--- config.mk ---
export PLATFORM = sky130hd
export DESIGN_NAME = pc_gen
export DESIGN_NICKNAME = d
export VERILOG_FILES = /design/src/fetch_pkg.sv /design/src/pc_gen.sv
export VERILOG_INCLUDE_DIRS = /design/src
export SDC_FILE = /design/constraint.sdc
export NUM_CORES = 1
export LEC_CHECK = 0
export ABC_AREA = 0
export BUFFER_PORTS_ARGS = -buffer_cell sky130_fd_sc_hd__buf_2
export CORE_UTILIZATION = 56
export DETAILED_ROUTE_END_ITERATION = 16
export HOLD_SLACK_MARGIN = 0.02
export MAX_ROUTING_LAYER = met4
export PLACE_DENSITY = 0.81
export SETUP_SLACK_MARGIN = 0.2
export SLEW_MARGIN = 20
export SYNTH_ARGS = -nofsm -noshare
export SYNTH_HDL_FRONTEND = slang
export SYNTH_SLANG_ARGS = --single-unit
--- constraint.sdc ---
create_clock -name i_clk -period 4.7 [get_ports i_clk]
set_input_delay 0.705 -clock i_clk [delete_from_list [all_inputs] [get_ports i_clk]]
set_output_delay 0.705 -clock i_clk [all_outputs]
set_load 0.01 [all_outputs]
--- src/fetch_settings.svh ---
// width, reset pc and memory size macros for the fetch stage, included by the package and RTL
`ifndef FETCH_SETTINGS_SVH
`define FETCH_SETTINGS_SVH

// instruction word width
`define FETCH_INST_WD 32

// program counter width
`define FETCH_PC_WD 32

// address of the first fetched instruction
`define FETCH_PC_RESETVAL 32'h8000_0000

// one sram row holds two instruction words
`define FETCH_SRAM_DATA_WD 64

// row index width, taken from pc bits 12 to 3
`define FETCH_SRAM_ADDR_WD 10

// number of rows in the instruction sram
`define FETCH_SRAM_DEPTH (1 << `FETCH_SRAM_ADDR_WD)

// lowest pc bit of the row index, below it are word select and byte offset
`define FETCH_ROW_LSB 3

// sequential fetch step in bytes
`define FETCH_PC_STEP 4

`endif

--- src/fetch_pkg.sv ---
// shared types of the fetch stage, imported by every RTL module of the subsystem
`include "fetch_settings.svh"

package fetch_pkg;

  // one 32-bit instruction word
  typedef logic [`FETCH_INST_WD-1:0] inst_t;

  // byte address of an instruction
  typedef logic [`FETCH_PC_WD-1:0] pc_t;

  // row index into the instruction sram
  typedef logic [`FETCH_SRAM_ADDR_WD-1:0] imem_addr_t;

  // one sram row, high word at pc[2] = 1
  typedef logic [`FETCH_SRAM_DATA_WD-1:0] imem_data_t;

  // stage occupancy
  //   FS_EMPTY  nothing in fetch, a load may start right away
  //   FS_HOLD   one instruction offered to decode
  typedef enum logic {
    FS_EMPTY = 1'b0,
    FS_HOLD  = 1'b1
  } fetch_state_e;

endpackage

--- src/pc_gen.sv ---
// program counter and next-pc selection, also issues the instruction sram read request
`include "fetch_settings.svh"

module pc_gen (
  input  logic                 i_clk,
  input  logic                 i_rst_n,
  // load next pc and fetch its instruction
  input  logic                 i_pc_load,
  // branch redirect from decode
  input  logic                 i_br_sel,
  input  fetch_pkg::pc_t       i_br_target,
  // pc of the instruction in the stage
  output fetch_pkg::pc_t       o_pc,
  // sram read request for the next pc
  output logic                 o_imem_ren,
  output fetch_pkg::imem_addr_t o_imem_raddr,
  output logic                 o_pc_sel2
);

  import fetch_pkg::*;

  pc_t  pc_q;
  pc_t  next_pc;
  pc_t  seq_pc;

  // branch seen while no load could take it
  logic br_pend_q;
  pc_t  br_target_q;

  assign seq_pc = pc_q + pc_t'(`FETCH_PC_STEP);

  // a fresh branch beats an older pending one, which beats pc + 4
  always_comb begin
    if (i_br_sel) begin
      next_pc = i_br_target;
    end else if (br_pend_q) begin
      next_pc = br_target_q;
    end else begin
      next_pc = seq_pc;
    end
  end

  // starts one step below the reset address so the first sequential load lands on it
  always_ff @(posedge i_clk) begin
    if (!i_rst_n) begin
      pc_q <= pc_t'(`FETCH_PC_RESETVAL - `FETCH_PC_STEP);
    end else if (i_pc_load) begin
      pc_q <= next_pc;
    end
  end

  // keep the latest target until a load consumes it
  always_ff @(posedge i_clk) begin
    if (!i_rst_n) begin
      br_pend_q   <= 1'b0;
      br_target_q <= '0;
    end else if (i_pc_load) begin
      br_pend_q <= 1'b0;
    end else if (i_br_sel) begin
      br_pend_q   <= 1'b1;
      br_target_q <= i_br_target;
    end
  end

  assign o_pc = pc_q;

  // read is issued together with the pc load
  assign o_imem_ren = i_pc_load;

  // row from pc[12:3], word select from pc[2]
  assign o_imem_raddr = next_pc[`FETCH_ROW_LSB +: `FETCH_SRAM_ADDR_WD];

  assign o_pc_sel2 = next_pc[`FETCH_ROW_LSB-1];

endmodule

==> results by stage <==
Placement:
- The wire-length estimate of the detail-placed layout is about 6500 um.
- In this run the tool buffered the top-level ports with 79 buffer cells.
- Routability-driven placement finished with a final weighted congestion of 0.9145.

Worst setup path:
- The worst reg-to-reg path cell count is 6.
- For the worst setup path, the data arrival time is 2.46 ns.
- The signal on the critical path passes through ha_1 > nand3_1 > nor2_1 > nand2_1 > xor2_1 > o21ai_0 > buf_2.
- The required time reported for the critical path endpoint is 3.99 ns.
- The critical path is of the reg -> out type.
- The capturing element type of the critical path is an output pin.
- In this run the worst path has a maximum fanout of 8.
- The worst setup path is launched from a flip-flop.
- The largest single stage delay on the critical path is around 0.56 ns.
- The standard cell with the maximum stage delay on the critical path is nor2_1.

Pwr:
- The internal portion of the total power is ~1.1 mW.
- The leakage component of the power is 1.630 nW.
- The share of total power dissipated in sequential elements is 40.8%.
- The share of total power dissipated in the clock network is 38.2%.
- For this design the ratio of total power to cell area is 389.5 nW/um2.
- The switching fraction of total power is 30.29%.
- The maximum resistive drop on vdd is 0.0002356 V.
- For this design the total switching power over the nets is 471.4 uW.
- Of the total power, combinational logic draws 21.1%.

Clock tree:
- TritonCTS built the clock tree.
- Clock latency on the worst-skew pair, taken at its later pin, is 0.35 ns.
- The H-tree generated during clock tree synthesis spans 3 levels.
- Clock-pin slew was measured on the worst setup and hold paths at 0.07 ns.
- The number of gates resized after CTS was 0.
- The cell at the root of the clock tree is clkbuf_8.
- The number of buffers created by CTS is 9.
- The clock sink count is 65.
- The total of hold buffers inserted after clock tree synthesis is 0.
- The clock passes through at most 2 buffers.
- Once the clock tree was built, the setup fixing pass inserted 0 buffers.

Synthesis:
- The register area share after synthesis is 37.97%.
- In the synthesized netlist the async set-or-reset flop fraction comes to 0%.
- The number of synthesized flops with an enable pin is 0.
- For this run, the number of Yosys warnings is 0.
- The total nets after synthesis is 488.
- The most used flip-flop cell after synthesis is dfxtp_1.
- The mapped netlist covers 3427 um2.
- The number of different library cells used by synthesis comes to 51.
- The instance count of the mapped netlist is 451.
- The mean area per synthesized cell is 7.599 um2.
- Counting flops and latches in the post-synthesis netlist gives 65.

Floorplanning:
- The floorplan step defined a die boundary enclosing 6437 um2.
- Once the floorplan was initialized, standard cells occupied 57.88% of the core.
- The core region is 5921 um2.
- The die is ~80 um wide.
- The count of boundary I/O pins is 80.
- From bottom edge to top edge, the die measures 80.23 um.
- In this run the core area contains 28 standard-cell rows.

Timing:
- The worst slew margin relative to its limit is ~30%.
- Dividing the final minimum period by the clock period gives slightly below 70%.
- For the pin with the worst max-slew slack, the measured transition is 1.040 ns.
- Setup repair after global routing left no endpoint under its margin.
- The count of final hold-check violations came to 0.
- The worst path in the final design needs a cycle of about 3.2 ns, including I/O delays and setup.
- For this run, the top clock speed supported by timing is 316.0 MHz.
- The max-slew violation total from the final report is 0.
- The final-layout setup total negative slack is 0 ns.
- For the final database, setup skew stands at around 0.015 ns.
- Setup violations remaining at the end of the flow were counted as 0.

Finish:
- The number of antenna diodes in the final layout is 0.
- The synthesis-to-finish area growth is 16.58%.
- The fill cell instance count of the final layout is ~510.
- The share of cells above drive strength 1 is 22.24%.
- The final core utilization is 67.48%.
- The post-layout net count is 540.

Global route:
- The number of antenna violations at the first check in global routing is 0.
- The first global-routing pass estimated 15720 um of wire.
- The total congestion overflow is 0.
- Entering global routing, the biggest net connects 43 pins.
- Across every metal layer, demand over resource in global routing totals 32.75%.
- The number of global-route vias before repair is ~3.2k.

Detailed routing:
- Once detail routing completed, the nets flagged for antenna violations numbered 0.
- The pre-antenna-repair detailed-routing pass consisted of 5 iterations.
- The routed via count divided by cell count is between 6 and 7.
- The routed wire length is 10010 um.
- After detailed routing, the average wire length per cell comes to about 17 um.
- The detailed router placed 3641 vias in this run.
- In the routed design, unresolved DRC markers number 0.
- The detailed router finished its first iteration with roughly 400 violations.

Outcome:
- The run finished with clean final reports.

Hold path:
- The cell count of the worst hold path is 2.
- The path class of the tightest hold or removal check is reg -> reg.

Flow run:
- Across the run, the number of max-cap violations was 0.
==> per-stage QoR <==
stage	hold WS, ns	cell area [um2]	worst slack [ns]	power, mW	std cells
3_3_place_gp	0.4374	3751	1.817	0.9534	567
2_1_floorplan	0.4312	3427	2.297	0.8688	451
6_report	0.4515	3995	1.536	1.556	583
3_5_place_dp	0.4429	3751	1.802	0.9632	567
5_1_grt	0.4697	3995	1.410	1.617	583
4_1_cts	0.4527	3995	1.546	1.548	583
==> worst paths after layout <==
path	startpoint	endpoint	slack, ns
worst min-delay path	br_target_q[18]	br_target_q[18]	0.45
worst min register to register	br_target_q[18]	br_target_q[18]	0.45
worst max register to register	br_pend_q	o_pc[25]	2.31
worst max-delay path	o_pc[2]	o_imem_raddr[7]	1.54
==> Yosys cell counts (3+ instances only) <==
library cell  count  share of area (%)
a221o_1           5                1.5
clkbuf_1         28                3.1
o31ai_1           5                1.1
a221oi_1         10                2.6
o21ai_0          23                3.4
o21a_1            3               0.66
buf_4            11                2.4
nand2_1          95                 10
a31oi_1           7                1.3
o22ai_1           4               0.73
and2_1            3               0.55
nor2_1           16                1.8
nor3_1            7                1.0
nand3_1          13                1.9
a22oi_1           3               0.66
a21oi_1          63                9.2
dfxtp_1          65                 38
mux2i_1           3               0.88
o22a_1            7                1.8
nand2b_1          5               0.91
xnor2_1           5                1.3
and3_1            4               0.73
a2bb2oi_1         8                2.0
inv_1             8               0.88
or2_2             3               0.55
nand4_1          10                1.8
==> power by group through the flow <==
stage,Clock [mW],Combinational [mW],Sequential (mW)
3_3_place_gp,0,0.311,0.642
6_report,0.594,0.328,0.634
5_1_grt,0.623,0.354,0.640
4_1_cts,0.594,0.322,0.632
2_1_floorplan,0,0.226,0.642
3_5_place_dp,0,0.319,0.645
==> layout by cell type, fill, tap and decap left out, types with 7 or more instances in the layout <==
master / Yosys / final
nand2_1: 95 / 95
buf_2: 2 / 79
dfxtp_1: 65 / 65
a21oi_1: 63 / 63
o21ai_0: 23 / 23
nor2_1: 16 / 15
nand3_1: 13 / 13
nand4_1: 10 / 10
a221oi_1: 10 / 10
clkbuf_8: 0 / 10
inv_1: 8 / 8
a2bb2oi_1: 8 / 8
a31oi_1: 7 / 7
nor3_1: 7 / 7
o22a_1: 7 / 7
==> layout make-up <==
class	instances	area, um2	area share (%)
inverter	9	33.78	0.8456
clock buffer	11	141.4	3.539
multi-input combinational	334	1889	47.29
timing repair buffer	84	432.9	10.84
sequential	65	1301	32.57
clock inverter	5	102.6	2.568
tap	75	93.84	2.349
==> worst max-delay path: cells and delay by family (launching register included) <==
kind	cells	cell delay (ns)
AOI/OAI and AO/OA	1	0.14
xor gates and xnor gates	1	0.17
adders and majority gates	1	0.22
buffers and inverters	1	0.15
DFF	1	0.43
and+or+nand+nor	3	1.00
==> per-layer routing <==
metal	vias to the layer above	wire length, um	track usage, %
met5	-	0	-
met3	23	761	4.545
met2	211	4562	48.03
met4	0	221	14.82
li1	1722	-	-
met1	1685	4460	44.59
==> cell families (layout without fill, tap and decap cells) <==
group           after synthesis  after routing  share of synthesized area, %
fa+ha+maj                     1              1                        0.3650
compound gates              155            155                         29.17
flops                        65             65                         37.97
simple gates                167            167                         22.53
mux                           4              4                         1.205
buf+inv                      52            109                         6.973
xor+xnor                      7              7                         1.789
==> flip-flops by register name (all words and copies together), names as in the netlist <==
signal / flops
o_pc: 32
br_target_q: 32
br_pend_q: 1
(Power assumes the default switching activity.)
